==> src/rtl/prbs_link_defines.svh <==
`ifndef PRBS_LINK_DEFINES_SVH
`define PRBS_LINK_DEFINES_SVH

// Serial lanes on the board
`define NUM_LANES 8

// CCB bus width and field positions
`define CCB_W            51
`define CCB_CMD_LSB      2
`define CCB_EVCNTRES_BIT 8
`define CCB_BCNTRES_BIT  9
`define CCB_STROBE_BIT   10

// TTC command codes
`define CMD_BX0    1
`define CMD_RESYNC 3
// Highest command code in the decode vector
`define MAX_CMD_DEC 50

// clk40 cycles per boot tick
`define BOOT_TICK_DIV 4
// Wait lengths in boot ticks
`define SETTLE_TICKS  3
`define INJECT_TICKS  31

// Error event counters on lanes 4 to 7
`define MON_LANE_BASE 4
`define NUM_MON_LANES 4
`define ERR_CNT_W     6

`endif
==> src/rtl/prbs_link_pkg.sv <==
`default_nettype none

`include "prbs_link_defines.svh"

package prbs_link_pkg;

    // One bit per serial lane
    typedef logic [`NUM_LANES-1:0] lane_vec_t;
    // Raw CCB bus as seen on the pins
    typedef logic [`CCB_W-1:0] ccb_bus_t;
    // Command field sits below the event count reset bit
    typedef logic [`CCB_EVCNTRES_BIT-`CCB_CMD_LSB-1:0] ccb_cmd_code_t;
    typedef logic [`ERR_CNT_W-1:0] err_cnt_t;
    // Boot wait counter in ticks
    typedef logic [5:0] tick_cnt_t;

    // Boot phases in bring-up order
    // Index plus one is the LED code
    typedef enum logic [2:0] {
        BOOT_RESET        = 3'd0,
        EN_TX             = 3'd1,
        EN_TX_DONE        = 3'd2,
        EN_RX             = 3'd3,
        EN_RX_DONE        = 3'd4,
        PRBS_INJECT       = 3'd5,
        PRBS_INJECT_CLEAR = 3'd6,
        EN_PRBS_CK        = 3'd7
    } boot_state_t;

    // CCB command after polarity restore
    typedef struct packed {
        ccb_cmd_code_t cmd;
        logic          strobe;
        logic          evcntres;
        logic          bcntres;
    } ccb_cmd_t;

    // Reset and inject controls toward the transceivers
    typedef struct packed {
        lane_vec_t tx_reset;
        lane_vec_t rx_reset;
        logic      prbs_cnt_reset;
        logic      error_inject;
    } link_ctrl_t;

    // Sticky flags and error event counters
    typedef struct packed {
        lane_vec_t                        latched;
        err_cnt_t [`NUM_MON_LANES-1:0]    counts;
    } err_status_t;

endpackage

`default_nettype wire

==> src/rtl/prbs_link_top.sv <==
`timescale 1ns/1ps
`default_nettype none

module prbs_link_top
    import prbs_link_pkg::*;
(
    input  wire            clk40,
    input  wire            PRBS_reset,
    input  wire            inject_i,
    input  wire ccb_bus_t  ccb_rx_i,
    input  wire lane_vec_t tx_reset_done_i,
    input  wire lane_vec_t rx_reset_done_i,
    input  wire lane_vec_t prbs_error_i,
    output link_ctrl_t     link_ctrl_o,
    output err_status_t    err_status_o,
    output lane_vec_t      led_fp_o,
    output logic           bx0_o
);

    logic        resync;
    boot_state_t boot_state;
    logic        boot_tick;

    // CCB commands
    ccb_cmd_decoder u_ccb_cmd_decoder (
        .clk40      (clk40),
        .PRBS_reset (PRBS_reset),
        .ccb_rx_i   (ccb_rx_i),
        .resync_o   (resync),
        .bx0_o      (bx0_o)
    );

    // Lane bring-up, restarted by TTC resync
    link_boot_sequencer u_link_boot_sequencer (
        .clk40           (clk40),
        .PRBS_reset      (PRBS_reset),
        .restart_i       (resync),
        .inject_i        (inject_i),
        .tx_reset_done_i (tx_reset_done_i),
        .rx_reset_done_i (rx_reset_done_i),
        .link_ctrl_o     (link_ctrl_o),
        .boot_state_o    (boot_state),
        .boot_tick_o     (boot_tick)
    );

    // Error flags and counters share the transceiver counter reset
    prbs_error_monitor u_prbs_error_monitor (
        .clk40            (clk40),
        .prbs_cnt_reset_i (link_ctrl_o.prbs_cnt_reset),
        .prbs_error_i     (prbs_error_i),
        .err_status_o     (err_status_o)
    );

    // Front panel
    led_status_mux u_led_status_mux (
        .clk40        (clk40),
        .PRBS_reset   (PRBS_reset),
        .boot_state_i (boot_state),
        .boot_tick_i  (boot_tick),
        .err_status_i (err_status_o),
        .led_fp_o     (led_fp_o)
    );

endmodule

`default_nettype wire

==> src/rtl/led_status_mux.sv <==
`timescale 1ns/1ps
`default_nettype none

`include "prbs_link_defines.svh"

module led_status_mux
    import prbs_link_pkg::*;
(
    input  wire              clk40,
    input  wire              PRBS_reset,
    input  wire boot_state_t boot_state_i,
    input  wire              boot_tick_i,
    input  wire err_status_t err_status_i,
    output lane_vec_t        led_fp_o
);

    logic       blink_q;
    logic [3:0] state_code;

    // Blinker toggles once per boot tick
    always_ff @(posedge clk40) begin
        if (PRBS_reset) begin
            blink_q <= 1'b0;
        end else if (boot_tick_i) begin
            blink_q <= ~blink_q;
        end
    end

    // Phase code shown on the upper nibble
    assign state_code = {1'b0, boot_state_i} + 4'd1;

    always_comb begin
        led_fp_o = '0;
        case (boot_state_i)
            // Phase code plus flags of the counted lanes
            PRBS_INJECT, PRBS_INJECT_CLEAR: begin
                led_fp_o[7:4] = state_code;
                led_fp_o[3:0] = err_status_i.latched[`MON_LANE_BASE +: `NUM_MON_LANES]
                              | {4{blink_q}};
            end
            // One LED pair per counter, counter 0 on top
            EN_PRBS_CK: begin
                for (int i = 0; i < `NUM_MON_LANES; i++) begin
                    led_fp_o[2*(`NUM_MON_LANES-1-i) +: 2] =
                        err_status_i.counts[i][`ERR_CNT_W-1 -: 2] | {2{blink_q}};
                end
            end
            default: begin
                led_fp_o[7:4] = state_code;
            end
        endcase
    end

endmodule

`default_nettype wire

==> src/rtl/prbs_error_monitor.sv <==
`timescale 1ns/1ps
`default_nettype none

`include "prbs_link_defines.svh"

module prbs_error_monitor
    import prbs_link_pkg::*;
(
    input  wire            clk40,
    input  wire            prbs_cnt_reset_i,
    input  wire lane_vec_t prbs_error_i,
    output err_status_t    err_status_o
);

    logic [`NUM_MON_LANES-1:0] mon_err;
    logic [`NUM_MON_LANES-1:0] mon_err_q;
    logic [`NUM_MON_LANES-1:0] mon_rise;

    // Counted lanes only
    assign mon_err = prbs_error_i[`MON_LANE_BASE +: `NUM_MON_LANES];

    // Previous error level for edge detect
    always_ff @(posedge clk40) begin
        mon_err_q <= mon_err;
    end

    // A held error counts as one event
    assign mon_rise = mon_err & ~mon_err_q;

    ////////////////////////////////////////////////////////////////////////////
    // Sticky flags and event counters

    always_ff @(posedge clk40) begin
        if (prbs_cnt_reset_i) begin
            err_status_o <= '0;
        end else begin
            // Any error on a lane sticks until the next counter reset
            err_status_o.latched <= err_status_o.latched | prbs_error_i;
            for (int i = 0; i < `NUM_MON_LANES; i++) begin
                // Wraps at 64 events
                if (mon_rise[i]) begin
                    err_status_o.counts[i] <= err_status_o.counts[i] + 1'b1;
                end
            end
        end
    end

endmodule

`default_nettype wire

==> src/rtl/link_boot_sequencer.sv <==
`timescale 1ns/1ps
`default_nettype none

`include "prbs_link_defines.svh"

module link_boot_sequencer
    import prbs_link_pkg::*;
(
    input  wire            clk40,
    input  wire            PRBS_reset,
    input  wire            restart_i,
    input  wire            inject_i,
    input  wire lane_vec_t tx_reset_done_i,
    input  wire lane_vec_t rx_reset_done_i,
    output link_ctrl_t     link_ctrl_o,
    output boot_state_t    boot_state_o,
    output logic           boot_tick_o
);

    localparam int PRESC_W = $clog2(`BOOT_TICK_DIV);
    localparam logic [PRESC_W-1:0] PRESC_LAST = PRESC_W'(`BOOT_TICK_DIV - 1);

    // All resets held, no inject
    localparam link_ctrl_t CTRL_RESET = '{
        tx_reset:       '1,
        rx_reset:       '1,
        prbs_cnt_reset: 1'b1,
        error_inject:   1'b0
    };

    logic [PRESC_W-1:0] presc_q;
    logic               tick;
    tick_cnt_t          wait_cnt;
    logic               settle_done;
    logic               inject_done;
    boot_state_t        state_q;
    boot_state_t        state_nxt;
    link_ctrl_t         ctrl_nxt;

    ////////////////////////////////////////////////////////////////////////////
    // Boot tick and wait counter

    always_ff @(posedge clk40) begin
        if (PRBS_reset || tick) begin
            presc_q <= '0;
        end else begin
            presc_q <= presc_q + 1'b1;
        end
    end

    // One cycle in every BOOT_TICK_DIV
    assign tick        = (presc_q == PRESC_LAST);
    assign boot_tick_o = tick;

    // Last tick of a timed state
    assign settle_done = tick && (wait_cnt == tick_cnt_t'(`SETTLE_TICKS - 1));
    assign inject_done = tick && (wait_cnt == tick_cnt_t'(`INJECT_TICKS - 1));

    ////////////////////////////////////////////////////////////////////////////
    // Boot FSM

    always_comb begin
        state_nxt = state_q;
        case (state_q)
            BOOT_RESET:        state_nxt = EN_TX;
            // TX reset released, let it settle
            EN_TX:             state_nxt = settle_done ? EN_TX_DONE : EN_TX;
            // Wait for every lane to ack
            EN_TX_DONE:        state_nxt = (&tx_reset_done_i) ? EN_RX : EN_TX_DONE;
            EN_RX:             state_nxt = settle_done ? EN_RX_DONE : EN_RX;
            EN_RX_DONE:        state_nxt = (&rx_reset_done_i) ? PRBS_INJECT : EN_RX_DONE;
            PRBS_INJECT:       state_nxt = inject_done ? PRBS_INJECT_CLEAR : PRBS_INJECT;
            PRBS_INJECT_CLEAR: state_nxt = EN_PRBS_CK;
            default:           state_nxt = EN_PRBS_CK;
        endcase
        // Resync wins from any phase
        if (restart_i) begin
            state_nxt = BOOT_RESET;
        end
    end

    // Controls follow the phase being entered, so they line up with it
    always_comb begin
        ctrl_nxt                = CTRL_RESET;
        ctrl_nxt.tx_reset       = '0;
        ctrl_nxt.rx_reset       = '0;
        case (state_nxt)
            BOOT_RESET: begin
                ctrl_nxt = CTRL_RESET;
            end
            // TX request is up, RX still held
            EN_TX, EN_TX_DONE: begin
                ctrl_nxt.rx_reset = '1;
            end
            // Forced error window while counters run
            EN_RX_DONE, PRBS_INJECT: begin
                ctrl_nxt.prbs_cnt_reset = 1'b0;
                ctrl_nxt.error_inject   = 1'b1;
            end
            EN_PRBS_CK: begin
                ctrl_nxt.prbs_cnt_reset = 1'b0;
                ctrl_nxt.error_inject   = inject_i;
            end
            // EN_RX and the clear step keep counters in reset
            default: begin
                ctrl_nxt.error_inject = 1'b0;
            end
        endcase
    end

    always_ff @(posedge clk40) begin
        if (PRBS_reset) begin
            state_q     <= BOOT_RESET;
            wait_cnt    <= '0;
            link_ctrl_o <= CTRL_RESET;
        end else begin
            state_q     <= state_nxt;
            link_ctrl_o <= ctrl_nxt;
            // Fresh count on every phase change
            if (state_nxt != state_q) begin
                wait_cnt <= '0;
            end else if (tick) begin
                wait_cnt <= wait_cnt + 1'b1;
            end
        end
    end

    assign boot_state_o = state_q;

endmodule

`default_nettype wire

==> src/rtl/ccb_cmd_decoder.sv <==
`timescale 1ns/1ps
`default_nettype none

`include "prbs_link_defines.svh"

module ccb_cmd_decoder
    import prbs_link_pkg::*;
(
    input  wire           clk40,
    input  wire           PRBS_reset,
    input  wire ccb_bus_t ccb_rx_i,
    output logic          resync_o,
    output logic          bx0_o
);

    ccb_bus_t              ccb_q;
    ccb_cmd_t              ccb_cmd;
    logic [`MAX_CMD_DEC:0] cmd_dec;

    ////////////////////////////////////////////////////////////////////////////
    // Input stage

    // Raw bus sampled once, close to the pins
    always_ff @(posedge clk40) begin
        ccb_q <= ccb_rx_i;
    end

    // Strobe is active low on the bus
    // Count resets pass through as they are
    always_comb begin
        ccb_cmd.cmd      = ccb_q[`CCB_EVCNTRES_BIT-1:`CCB_CMD_LSB];
        ccb_cmd.strobe   = ~ccb_q[`CCB_STROBE_BIT];
        ccb_cmd.evcntres = ccb_q[`CCB_EVCNTRES_BIT];
        ccb_cmd.bcntres  = ccb_q[`CCB_BCNTRES_BIT];
    end

    ////////////////////////////////////////////////////////////////////////////
    // One-hot command decode

    // One bit per code, valid only with the strobe
    always_ff @(posedge clk40) begin
        if (PRBS_reset) begin
            cmd_dec <= '0;
        end else begin
            for (int i = 0; i <= `MAX_CMD_DEC; i++) begin
                cmd_dec[i] <= ccb_cmd.strobe && (ccb_cmd.cmd == ccb_cmd_code_t'(i));
            end
        end
    end

    // Resync restarts the link bring-up
    assign resync_o = cmd_dec[`CMD_RESYNC];
    // Bunch crossing zero
    assign bx0_o    = cmd_dec[`CMD_BX0];

endmodule

`default_nettype wire

==> config.mk <==
export PLATFORM = sky130hd
export DESIGN_NAME = prbs_link_top
export DESIGN_NICKNAME = d
export VERILOG_FILES = /design/src/rtl/prbs_link_pkg.sv /design/src/rtl/prbs_link_top.sv /design/src/rtl/led_status_mux.sv /design/src/rtl/prbs_error_monitor.sv /design/src/rtl/link_boot_sequencer.sv /design/src/rtl/ccb_cmd_decoder.sv
export VERILOG_INCLUDE_DIRS = /design/src /design/src/rtl
export SDC_FILE = /design/constraint.sdc
export NUM_CORES = 1
export LEC_CHECK = 0
export ABC_AREA = 1
export ABC_CLOCK_PERIOD_IN_PS = 3600
export BUFFER_PORTS_ARGS = -buffer_cell sky130_fd_sc_hd__buf_2
export CORE_MARGIN = 10
export CORE_UTILIZATION = 25
export CTS_CLUSTER_SIZE = 16
export DETAILED_ROUTE_END_ITERATION = 16
export PLACE_DENSITY = 0.56
export SLEW_MARGIN = 25
export SYNTH_ARGS = -nofsm -noshare
export SYNTH_HDL_FRONTEND = slang
export SYNTH_SLANG_ARGS = --single-unit
==> constraint.sdc <==
create_clock -name clk40 -period 3.6 [get_ports clk40]
set_input_delay 0.36 -clock clk40 [delete_from_list [all_inputs] [get_ports clk40]]
set_output_delay 0.36 -clock clk40 [all_outputs]
set_load 0.01 [all_outputs]
# Word-level counts from Yosys, hierarchy flattened
# Cells that the tools add are included.
dict set report totals {
  latchBits 0
  regBits 81
  word_cells 82
  n_memories 0
  ram_bits 0
  rom_bits 0
  in_bits 78
}
dict set report op_classes {
  n_addsub 7
  mux 13
  div_mod_pow 0
  n_shift 0
  n_reduce_logical 17
  multipliers 0
  bitwise_logic 10
  magnitude_cmp 0
  eq_ne 19
}
# op n
set ops {}
lappend ops {{6-bit by 1-bit adder with 6-bit output (second input constant)} 5}
lappend ops {{3-bit equality test (second input constant)} 7}
lappend ops {{6-bit by 2-bit equality test with 1-bit output (second input constant)} 3}
lappend ops {{3-bit case mux with 6 select lines} 1}
lappend ops {{8-bit 2-to-1 mux} 2}
lappend ops {{8-bit AND reduction} 2}
lappend ops {{3-bit by 2-bit equality test with 1-bit output (second input constant)} 3}
lappend ops {{2-bit OR} 4}
lappend ops {{8-bit OR} 1}
lappend ops {{4-bit case mux with 2 select lines} 1}
lappend ops {{3-bit by 1-bit equality test with 1-bit output (second input constant)} 2}
lappend ops {{6-bit by 1-bit equality test with 1-bit output (second input constant)} 1}
lappend ops {{6-bit by 5-bit equality test with 1-bit output (second input constant)} 1}
lappend ops {{1-bit logical AND} 6}
lappend ops {{3-bit zero test} 2}
lappend ops {{6-bit zero test} 1}
lappend ops {{3-bit 2-to-1 mux} 2}
lappend ops {{2-bit OR reduction} 3}
lappend ops {{3-bit OR reduction} 2}
lappend ops {{3-bit by 1-bit adder with 4-bit output (second input constant)} 1}
lappend ops {{4-bit bitwise AND} 1}
lappend ops {{2-bit 2-to-1 mux} 2}
lappend ops {{4-bit 2-to-1 mux} 1}
lappend ops {{4-bit NOT} 1}
lappend ops {{8 further kinds} 11}

# Longest topological paths before layout
# Gate-level depths: netlist of run 1.
dict set report depth {
  word_depth 8
  depth_mapped 14
}

# Modules after synthesis
# From an unflattened synthesis of run 1, not the netlist that was laid out.
dict set report unflattened {
  cells_unflattened 387
  hier_area_um2 2870.3
}
# module cells_per_inst area_each_um2 seq_area_each_um2 n_inst
set modules_own_cells {}
lappend modules_own_cells {prbs_error_monitor 184 1385.1 720.7 1}
lappend modules_own_cells {link_boot_sequencer 132 996.0 300.3 1}
lappend modules_own_cells {led_status_mux 50 261.5 20.0 1}
lappend modules_own_cells {ccb_cmd_decoder 21 227.7 180.2 1}

# Worst setup path before layout of run 1
# Ideal clock, no wire load.
dict set report synth_path {
  path_kind {register to output}
  from {register u_link_boot_sequencer.state_q[1] (netlist: u_link_boot_sequencer.boot_state_o[1])}
  to {output port led_fp_o[4]}
  n_path_buf 1
  setup_slack_ps 2014
  arrival_ps 1226
  required_ps 3240
  stages_incl_launch_ff 6
  cell_sequence {dfxtp_1 ha_1 ha_1 clkbuf_1 nor2_1 a21oi_1}
}
dict set report synth_via {
  elab_chain_len 2
}
# element line_no
set synth_lines {}
lappend synth_lines {{from (decl)} link_boot_sequencer.sv:36} ;# boot_state_t state_q;
lappend synth_lines {{from (signal assigned)} link_boot_sequencer.sv:117} ;# state_q <= state_nxt;
lappend synth_lines {{3-bit equality test} led_status_mux.sv:34} ;# case (boot_state_i)
lappend synth_lines {{4-bit 2-to-1 mux} led_status_mux.sv:34}
lappend synth_lines {{to (decl)} prbs_link_top.sv:16} ;# output lane_vec_t led_fp_o,
# No other way between the ends.

# Worst setup path in the final report of run 1
dict set report layout_path {
  from {register u_link_boot_sequencer.state_q[1] (netlist: u_link_boot_sequencer.boot_state_o[1])}
  to {output port led_fp_o[6]}
}
dict set report layout_via {
  elab_chain_len 2
  elab_cells_between_ends 3
  cone_classes {1 x add/sub; 1 x eq/ne; 1 x mux}
}
# element line_no
set layout_lines {}
lappend layout_lines {{3-bit by 1-bit adder with 4-bit output / 3-bit equality test (equally long branches)} {led_status_mux.sv:30, led_status_mux.sv:34}}
lappend layout_lines {{4-bit 2-to-1 mux *} led_status_mux.sv:34}
# Every way passes the cells marked *; elsewhere a longest branch is shown, timed or not.

==> flow_summary_export.csv, run 1 <==
group,metric,value,unit
status,status,"complete, no violations",
placement,dpl.hpwl,5580,um
setup_path,worstSetupPathType,"flop to output port",
sta,setup_viol,0,
cts,post_cts_buffers,0,
drt,drt-total-wl,7060,um
cts,cts-htree-levels,3,
sta,rsz0062_at_grt,"false",
setup_path,worstPathCellList,"ha_1 > ha_1 > o21ai_0 > o21ai_0 > buf_2",
synth,yosys_warnings,0,
cts,cts_tree,"yes",
synth,postSynthAreaPerCell,7.92,um2
sta,tns,0,ns
cts,cts_sinks,61,
sta,worst_slew_pin_slew,0.893,ns
sta,hold_viol,0,
setup_path,crit_buf_inv,1,
cts,cts-root-buf,"clkbuf_8",
placement,io_buffers,92,
power_and_ir_drop,p_int,1010,uW
setup_path,startpoint_type,"flop",
power_and_ir_drop,power_density,384,nW/um2
floorplanning,fp.dieW,125,um
drt,drc,0,
synth,syn_nets,441,
sta,fin_crit,2.26,ns
sta,fmax,442,MHz
power_and_ir_drop,cellLeakagePower,0.00158,uW
setup_path,r2r_start,"u_link_boot_sequencer.presc_q[0]",
synth,yosysTopAreaCellShare,0.440,
worst_hold_path,min_from,"ccb_rx_i[6]",
power_and_ir_drop,p_sw_frac,0.236,
floorplanning,core_area,10800,um2
floorplanning,die_h,125,um
power_and_ir_drop,pwr-share-clk,0.409,
synth,synth_top_cells_by_area,"dfxtp_1 (44%), nand2_1 (8.3%), nor2_1 (7.4%), ha_1 (5.9%), buf_4 (4.1%)",
cts,post_cts_resized,0,
setup_path,crit_start,"u_link_boot_sequencer.boot_state_o[1]",
synth,ys_seq_area_frac,0.440,
global_routing,grt_max_degree,21,
drt,routedWlPerCell,12.3,um
sta,finalMaxSlewViolations,0,
drt,avgViaCountPerCell,4.24,
layout,utilization,0.317,
setup_path,crit_path_end_kind,"output port",
power_and_ir_drop,p_seq_frac,0.528,
sta,slew_headroom,0.404,
global_routing,gr-total-overflow,0,
power_and_ir_drop,comb_power_share,0.063,
placement,dpl-instance-area,3260,um2
layout,area_delta_synth_final,23.9,%
setup_path,crit_path_top_delay_cell,"dfxtp_1",
layout,drive_gt1_frac,0.298,
sta,fin_hold_ws,0.133,ns
cts,clk_latency,0.32,ns
power_and_ir_drop,switchingPower,311,uW
setup_path,path_delay_family,"adder cells",
synth,synthCells,350,
drt,dr.pass1.iters,4,
global_routing,grt_use_total,0.0887,
setup_path,cpPeakStageDelay,0.46,ns
drt,num_vias,2443,
synth,synth_cell_types,29,
cts,clockBufferDepth,2,
cts,ctsHoldBuffers,0,
sta,finalCritPeriodShare,0.628,
synth,ys_ff_latch,61,
floorplanning,io_pins,137,
worst_hold_path,min_path_type,"input port to flop",
global_routing,antenna_found_initial,0,
setup_path,critical_path_required,3.24,ns
placement,post-place-ws,1.68,ns
power_and_ir_drop,vdd_drop_max,0.221,mV
setup_path,cp_max_fo,10,
cts,clk_pin_slew,0.07,ns
sta,fin_ws,1.34,ns
layout,design_area,3440,um2
floorplanning,fp-row-count,38,
run,cap_violations,0,
global_routing,grt_pass1_vias,2400,
floorplanning,start_util,0.256,
synth,mappedNetlistArea,2770,um2
layout,diodes,0,
placement,gp_congestion,0.795,
layout,nets,522,
sta,clock_skew,0.00722,ns
setup_path,cp.arrival,1.90,ns
floorplanning,dieArea,15700,um2
global_routing,grt_pass1_wl,11600,um
drt,final_antenna_net_count,0,
drt,first_iter_violations,54,
synth,yosysTopAreaCell,"dfxtp_1",
cts,numCtsBuffers,9,
==> power by group through the flow <==
stage	logic [uW]	clock network (uW)	registers, uW
2_1_floorplan	59.6	0	709
3_3_place_gp	82.6	0	711
3_5_place_dp	84.5	0	712
4_1_cts	85.0	568	697
5_1_grt	95.0	592	698
6_report	82.8	540	697
==> layer usage <==
layer / global-route usage / vias to the layer above / share of wire
met5: 0 / - / 0
met4: 0.0305 / 0 / 0.0055
met3: 0.0570 / 4 / 0.13
met2: 0.139 / 83 / 0.43
met1: 0.0958 / 1092 / 0.43
li1: - / 1264 / -
==> flip-flops by register name, indices dropped and copies added (netlist names) <==
signal                              count
u_prbs_error_monitor.err_status_o      32
u_link_boot_sequencer.boot_state_o      3
u_led_status_mux.blink_q                1
u_link_boot_sequencer.presc_q           2
u_prbs_error_monitor.mon_err_q          4
u_link_boot_sequencer.link_ctrl_o       4
u_ccb_cmd_decoder.ccb_q                 7
u_ccb_cmd_decoder.cmd_dec               2
u_link_boot_sequencer.wait_cnt          6
==> kinds of logic after synthesis <==
family                     Yosys count  share of synthesized area
AOI/OAI and AO/OA                   46                     0.0943
xor gates and xnor gates             5                     0.0158
adders and majority gates           13                     0.0587
buffers and inverters               55                      0.101
DFF                                 61                      0.440
and+or+nand+nor                    170                      0.290
==> final cells by class <==
type                    count  area (um2)
fillers                  1184        7400
multi-input cells         234        1270
flip-flops and latches     61        1220
repair buffers             93         468
well taps                 140         175
clock buffers              12         155
inverters                  32         123
clock inverters             4        22.5
==> synthesized netlist by cell type <==
library cell / n
dfxtp_1: 61
nand2_1: 61
nor2_1: 55
inv_1: 30
a21oi_1: 20
o21ai_0: 16
buf_4: 15
ha_1: 13
nor2_2: 10
nor3b_1: 10
nor3_1: 9
nand3_1: 8
o21a_1: 7
clkbuf_1: 6
nand2_2: 5
xor2_1: 4
and3_1: 3
buf_6: 2
nand2_4: 2
nand3b_1: 2
nor4_1: 2
o21ai_1: 2
inv_2: 1
inv_4: 1
nand3_4: 1
nor2_8: 1
o21bai_4: 1
or4_1: 1
xnor2_1: 1
==> cells in the final DEF (no fill, tap or decap), drive strengths merged <==
master	n
nor3b	10
xor2	4
inv	32
ha	13
a21oi	20
nor3	9
buf	93
o21a	7
nand2	68
clkinv	3
clkinvlp	1
nor4	2
clkbuf	12
or4	1
nand3	9
nor2	66
o21bai	1
xnor2	1
and3	3
dfxtp	61
nand3b	2
o21ai	18
==> worst reg2reg max path: cells and delay by family (launching register included) <==
kind	cells	cell delay (ns)
fa+ha+maj	1	0.36
simple gates	11	0.92
buf+inv	1	0.08
flops	1	0.34
==> metrics by stage <==
stage | std cells | total power (uW)
after floorplan | 350 | 769
after global placement | 560 | 794
after detailed placement | 560 | 797
after CTS | 576 | 1350
after global routing | 576 | 1380
final | 576 | 1320
==> worst paths after layout <==
path / end / slack, ns / depth (start not counted)
worst min-delay path: u_ccb_cmd_decoder.ccb_q[6] / 0.13 / 1
worst max register to register: u_link_boot_sequencer.wait_cnt[2] / 1.84 / 13
worst min register to register: u_ccb_cmd_decoder.cmd_dec[1] / 0.43 / 1
worst max-delay path: led_fp_o[6] / 1.34 / 5
(Power assumes the default switching activity.)
==> run 2: changes to the inputs <==
--- a/config.mk
+++ b/config.mk
@@ -6,8 +6,8 @@
 export SDC_FILE = /design/constraint.sdc
 export NUM_CORES = 1
 export LEC_CHECK = 0
-export ABC_AREA = 1
-export ABC_CLOCK_PERIOD_IN_PS = 3600
+export ABC_AREA = 0
+export ABC_CLOCK_PERIOD_IN_PS = 2100
 export BUFFER_PORTS_ARGS = -buffer_cell sky130_fd_sc_hd__buf_2
 export CORE_MARGIN = 10
 export CORE_UTILIZATION = 25
==> constraint.sdc (replaced) <==
create_clock -name clk40 -period 2.1 [get_ports clk40]
set_input_delay 0.21 -clock clk40 [delete_from_list [all_inputs] [get_ports clk40]]
set_output_delay 0.21 -clock clk40 [all_outputs]
set_load 0.01 [all_outputs]
==> run 2 against run 1 <==
  * Cell area grew 3.5%
  * Critical path depth grew 2
  * Utilization grew 2.9 points
  * Sequential power grew 71%
  * Final cell count shrank 10%
  * Non-clock buffer count grew 19
  * First-iteration DRC count grew 17%
  * Register-to-register slack lost 1.7 ns
  * Sequential share of layout area shrank 1.0 points
  * Combinational power grew 100%
  * Largest cell class unchanged
==> flow_summary_export.csv, run 2 <==
group,metric,value,unit
synth,synth_edf_count,0,
setup_path,cpPeakStageDelay,0.38,ns
drt,first_iter_violations,63,
setup_path,worstSetupPathType,"flop to output port",
power_and_ir_drop,power_density,698,nW/um2
layout,diodes,0,
setup_path,cp.arrival,1.85,ns
layout,mostFrequentLayoutCells,"buf_2 (92), dfxtp_1 (59), nor2_1 (48)",
drt,num_vias,2224,
drt,drt-total-wl,6800,um
sta,slew_headroom,0.635,
sta,worst_slew_pin_slew,0.544,ns
drt,avgViaCountPerCell,4.31,
floorplanning,dieArea,15000,um2
setup_path,startpoint_type,"flop",
layout,largest_register,"u_prbs_error_monitor.err_status_o",
synth,synthCells,274,
synth,synth_cell_types,36,
placement,gp_congestion,0.815,
floorplanning,fp.dieW,122,um
sta,tns,0,ns
sta,hold_viol,0,
power_and_ir_drop,cellLeakagePower,0.00149,uW
layout,drive_gt1_frac,0.353,
drt,drc,0,
placement,post-place-ws,0.151,ns
drt,final_antenna_net_count,0,
worst_hold_path,min_path_type,"input port to flop",
cts,clk_pin_slew,0.07,ns
setup_path,crit_top_cell,"nor2_4",
synth,postSynthAreaPerCell,9.57,um2
sta,finalCritPeriodShare,0.980,
cts,cts-htree-levels,3,
cts,cts-root-buf,"clkbuf_8",
synth,synth_top_cells_by_area,"dfxtp_1 (47%), nor2_1 (7.2%), ha_1 (6.2%), xor2_1 (5.0%), buf_4 (4.6%)",
synth,ys_ff_latch,61,
sta,fin_ws,0.0422,ns
synth,yosysTopAreaCellShare,0.466,
cts,clk_latency,0.35,ns
global_routing,grt_use_total,0.0908,
synth,yosys_warnings,0,
sta,clock_skew,0.00741,ns
floorplanning,core_area,10300,um2
synth,synth_commonest_cells,"dfxtp_1 (61), nor2_1 (50), nand2_1 (17)",
setup_path,worstPathCellList,"inv_1 > ha_4 > nor2_4 > nor2_4 > o21a_4 > a221o_1 > buf_2",
floorplanning,die_h,122,um
synth,yosysTopAreaCell,"dfxtp_1",
synth,ys.flop_type,"dfxtp_1",
synth,syn_nets,365,
layout,largest_register_ffs,32,
run,cap_violations,0,
sta,rsz0062_at_grt,"true",
floorplanning,start_util,0.255,
synth,synth_most_common_cell,"dfxtp_1",
global_routing,grt_pass1_vias,2146,
placement,io_buffers,92,
layout,biggestRegsByFlops,"u_prbs_error_monitor.err_status_o: 32 flops, u_ccb_cmd_decoder.ccb_q: 7 flops, u_link_boot_sequencer.wait_cnt: 6 flops",
cts,cts_tree,"yes",
global_routing,grt_max_degree,27,
setup_path,crit_path_end_kind,"output port",
global_routing,grt_pass1_wl,10700,um
layout,area_delta_synth_final,35.6,%
floorplanning,io_pins,137,
synth,synth-async-reset-ratio,0,
setup_path,crit_path_top_delay_cell,"dfxtp_4",
setup_path,critical_path_required,1.89,ns
synth,ys_seq_area_frac,0.466,
drt,routedWlPerCell,13.2,um
layout,final_common_cell,"buf_2",
status,status,"complete, no violations",
sta,setup_viol,0,
sta,fmax,486,MHz
setup_path,cp_max_fo,5,
sta,finalMaxSlewViolations,0,
cts,clockBufferDepth,2,
cts,numCtsBuffers,9,
synth,mappedNetlistArea,2620,um2
sta,fin_hold_ws,0.0690,ns
placement,dpl.hpwl,5220,um
cts,cts_sinks,61,
sta,fin_crit,2.06,ns
power_and_ir_drop,vdd_drop_max,0.271,mV
drt,dr.pass1.iters,4,
global_routing,gr-total-overflow,0,
power_and_ir_drop,total_power,2480,uW
layout,nFillCells,1084,
floorplanning,fp-row-count,37,
layout,nets,466,
global_routing,antenna_found_initial,0,
## run 2: cell types whose count changed after synthesis, sizes merged, moves of 9 or more
cell,before,now
o21ai,18,9
xor2,4,15
a21oi,20,9
nor3b,10,1
nand2,68,17
nand4,0,13
nor2,66,51
inv,32,7
## run 2: per-layer routing
layer / part of all wire / vias up / global-route usage
met5: 0 / - / 0
met4: 0.021 / 0 / 0.0486
met3: 0.072 / 15 / 0.0386
met2: 0.50 / 56 / 0.151
met1: 0.40 / 1024 / 0.0963
li1: - / 1129 / -
## run 2: layout make-up
cell class / count / area [um2] / share of cell area
sequential: 61 / 1230 / 0.345
multi-input combinational: 184 / 1290 / 0.362
timing repair buffer: 112 / 638 / 0.179
clock buffer: 11 / 131 / 0.0369
inverter: 7 / 26.3 / 0.00739
tap: 136 / 170 / 0.0478
clock inverter: 5 / 75.1 / 0.0211
## run 2: worst max-delay path, delay by kind of cell, from the launching register on
family	cells	cell delay, ns
adder cells (fa/ha/maj)	1	0.20
buffers and inverters	2	0.24
AND/OR/NAND/NOR	2	0.18
AO/OA/AOI/OAI	2	0.50
flip-flops	1	0.38
## run 2: final timing paths
| check | from | to | slack (ns) | depth (start not counted) |
|---|---|---|---|---|
| worst max-delay path | u_link_boot_sequencer.boot_state_o[1] | led_fp_o[1] | 0.04 | 7 |
| worst min-delay path | prbs_error_i[0] | u_prbs_error_monitor.err_status_o[24] | 0.07 | 3 |
| worst max register to register | u_link_boot_sequencer.wait_cnt[0] | u_link_boot_sequencer.wait_cnt[2] | 0.15 | 8 |
| worst min register to register | u_ccb_cmd_decoder.ccb_q[3] | u_ccb_cmd_decoder.cmd_dec[1] | 0.41 | 1 |
## run 2: logic make-up (layout without fill, tap and decap cells)
family	Yosys count	in the layout	synth area share
muxes	6	6	0.0229
xor gates and xnor gates	24	24	0.0830
and+or+nand+nor	111	111	0.207
DFF	61	61	0.466
buffers and inverters	29	135	0.0673
AOI/OAI and AO/OA	30	30	0.0921
adders and majority gates	13	13	0.0620
## run 2: metrics by stage
stage                     std cells  area, um2  utilization
final                           516       3560        0.346
after global routing            516       3560        0.346
after CTS                       516       3510        0.341
after detailed placement        489       3170        0.308
after global placement          489       3170        0.308
after floorplan                 274       2620            -
## run 2: report_power, final
part / total (uW) / leakage [uW] / switching (uW) / internal [uW]
Sequential: 1190 / 0.000498 / 15.2 / 1180
Clock: 1120 / 0.000107 / 459 / 662
Combinational: 169 / 0.000888 / 79.2 / 89.5
## run 2: what timing repair did
| action | CTS | global route |
|---|---|---|
| hold buffers | 11 | 0 |
| resized for setup | 9 | 9 |
| endpoints found under the setup margin | 7 | 4 |
| buffers inserted | 0 | 0 |
| pin swaps | 0 | 4 |
| hold endpoints to repair | 11 | 0 |
==> run 3: changes to the inputs <==
--- a/config.mk
+++ b/config.mk
@@ -10,10 +10,10 @@
 export ABC_CLOCK_PERIOD_IN_PS = 2100
 export BUFFER_PORTS_ARGS = -buffer_cell sky130_fd_sc_hd__buf_2
 export CORE_MARGIN = 10
-export CORE_UTILIZATION = 25
+export CORE_UTILIZATION = 41
 export CTS_CLUSTER_SIZE = 16
 export DETAILED_ROUTE_END_ITERATION = 16
-export PLACE_DENSITY = 0.56
+export PLACE_DENSITY = 0.81
 export SLEW_MARGIN = 25
 export SYNTH_ARGS = -nofsm -noshare
 export SYNTH_HDL_FRONTEND = slang
==> run 3 against run 2 <==
  * Highest routed layer unchanged
  * Clock skew is 0.0044 ns higher
  * Power is 5.9% higher
  * Critical path type unchanged
  * Largest cell class unchanged
  * First-iteration DRC count is 6.3% higher
  * Clock-buffer cell count is 2 lower
  * Critical endpoint is now led_fp_o[0]
==> flow_summary_export.csv, run 3 (synthesized netlist as in run 2, its figures left out) <==
group,metric,value,unit
status,status,"complete, no violations",
floorplanning,die_h,100,um
setup_path,cp_max_fo,6,
sta,finalCritPeriodShare,0.970,
global_routing,grt_pass1_vias,2320,
layout,mostFrequentLayoutCells,"buf_2 (92), dfxtp_1 (57), nor2_1 (50)",
layout,diodes,0,
drt,drt-total-wl,6320,um
cts,cts_sinks,61,
sta,hold_viol,0,
global_routing,grt_pass1_wl,10400,um
cts,clockBufferDepth,2,
setup_path,crit_path_end_kind,"output port",
placement,io_buffers,92,
cts,cts_tree,"yes",
drt,avgViaCountPerCell,4.92,
setup_path,crit_top_cell,"nor2_1",
setup_path,cpPeakStageDelay,0.42,ns
drt,routedWlPerCell,13.9,um
layout,drive_gt1_frac,0.377,
setup_path,startpoint_type,"flop",
floorplanning,io_pins,137,
sta,slew_headroom,0.704,
layout,final_common_cell,"buf_2",
cts,cts-htree-levels,3,
drt,dr.pass1.iters,4,
power_and_ir_drop,cellLeakagePower,0.00152,uW
floorplanning,fp.dieW,100,um
power_and_ir_drop,total_power,2630,uW
run,cap_violations,0,
floorplanning,fp-row-count,29,
global_routing,grt_max_degree,25,
setup_path,critical_path_required,1.89,ns
drt,drc,0,
setup_path,cp.arrival,1.83,ns
layout,area_delta_synth_final,35.1,%
global_routing,grt_use_total,0.122,
setup_path,worstSetupPathType,"flop to output port",
layout,nets,465,
layout,nFillCells,562,
layout,largest_register,"u_prbs_error_monitor.err_status_o",
sta,finalMaxSlewViolations,0,
floorplanning,dieArea,10000,um2
cts,clk_pin_slew,0.07,ns
cts,numCtsBuffers,9,
layout,biggestRegsByFlops,"u_prbs_error_monitor.err_status_o: 32 flops, u_ccb_cmd_decoder.ccb_q: 7 flops, u_link_boot_sequencer.wait_cnt: 6 flops",
drt,first_iter_violations,67,
floorplanning,core_area,6280,um2
power_and_ir_drop,power_density,742,nW/um2
power_and_ir_drop,vdd_drop_max,0.573,mV
sta,fin_hold_ws,0.0234,ns
worst_hold_path,min_path_type,"input port to flop",
cts,cts-root-buf,"clkbuf_8",
global_routing,gr-total-overflow,0,
cts,clk_latency,0.32,ns
placement,dpl.hpwl,4740,um
sta,setup_viol,0,
sta,worst_slew_pin_slew,0.441,ns
layout,largest_register_ffs,32,
sta,fin_crit,2.04,ns
drt,final_antenna_net_count,0,
setup_path,worstPathCellList,"inv_2 > ha_4 > nor2_1 > nor2_1 > o21a_1 > a221o_1 > buf_2",
sta,fmax,491,MHz
placement,gp_congestion,0.879,
floorplanning,start_util,0.418,
setup_path,crit_path_top_delay_cell,"dfxtp_4",
global_routing,antenna_found_initial,0,
sta,clock_skew,0.0119,ns
drt,num_vias,2242,
setup_path,reg2reg_slack,0.14,ns
run 3: changes by cell type in the layout (fill, tap and decap cells not counted), sizes merged:
cell	before	now
clkinvlp	0	1
clkbuf	11	9
bufinv	2	3
dlygate4sd3	11	9
clkinv	3	1
inv	7	9
buf	101	102
run 3: worst max-delay path, delay by kind of cell (launching register included):
| kind | cells | cell delay (ns) |
|---|---|---|
| AO/OA/AOI/OAI | 2 | 0.50 |
| flip-flops | 1 | 0.42 |
| buffers and inverters | 2 | 0.21 |
| AND/OR/NAND/NOR | 2 | 0.19 |
| adder cells (fa/ha/maj) | 1 | 0.18 |
run 3: layout make-up:
cell class | instances | area [um2] | share of cell area
multi-input cells | 184 | 1320 | 0.373
flip-flops and latches | 61 | 1230 | 0.347
repair buffers | 111 | 626 | 0.177
clock buffers | 9 | 124 | 0.0350
clock inverters | 7 | 120 | 0.0339
well taps | 77 | 96.3 | 0.0272
inverters | 7 | 26.3 | 0.00742
run 3: metal layers:
layer / GRT usage / share of wire
met1: 0.133 / 0.41
met2: 0.195 / 0.45
met3: 0.0776 / 0.14
met4: 0.0283 / 0.0054
met5: 0 / 0
run 3: what timing repair did:
action / CTS / global route
resized for setup: 5 / 18
setup buffers: 0 / 1
pin swaps: 0 / 3
gates cloned: 0 / 0
hold endpoints to repair: 8 / 1
setup endpoints to repair: 5 / 10
hold buffers: 8 / 1
run 3: worst paths after layout:
kind | endpoint | start | depth (start not counted)
setup / recovery | led_fp_o[0] | u_link_boot_sequencer.boot_state_o[1] | 7
hold / removal | u_prbs_error_monitor.mon_err_q[1] | prbs_error_i[5] | 1
setup reg to reg | u_link_boot_sequencer.wait_cnt[3] | u_link_boot_sequencer.boot_state_o[1] | 8
hold reg to reg | u_ccb_cmd_decoder.cmd_dec[1] | u_ccb_cmd_decoder.ccb_q[3] | 1
run 3: through the flow:
stage          worst slack (ns)   util  cell area (um2)  instances  setup TNS, ns
6_report                 0.0631  0.564             3540        456              0
4_1_cts                  0.0257  0.547             3430        454              0
3_5_place_dp             0.0650  0.493             3100        430              0
5_1_grt                -0.00615  0.564             3540        456       -0.00765
3_3_place_gp              0.115  0.493             3100        430              0
2_1_floorplan             0.280      -             2620        274              0
run 3: report_power, final:
part / switching [uW] / internal (uW)
registers: 15.8 / 1180
logic: 82.6 / 89.7
clock network: 469 / 794
total: 567 / 2060
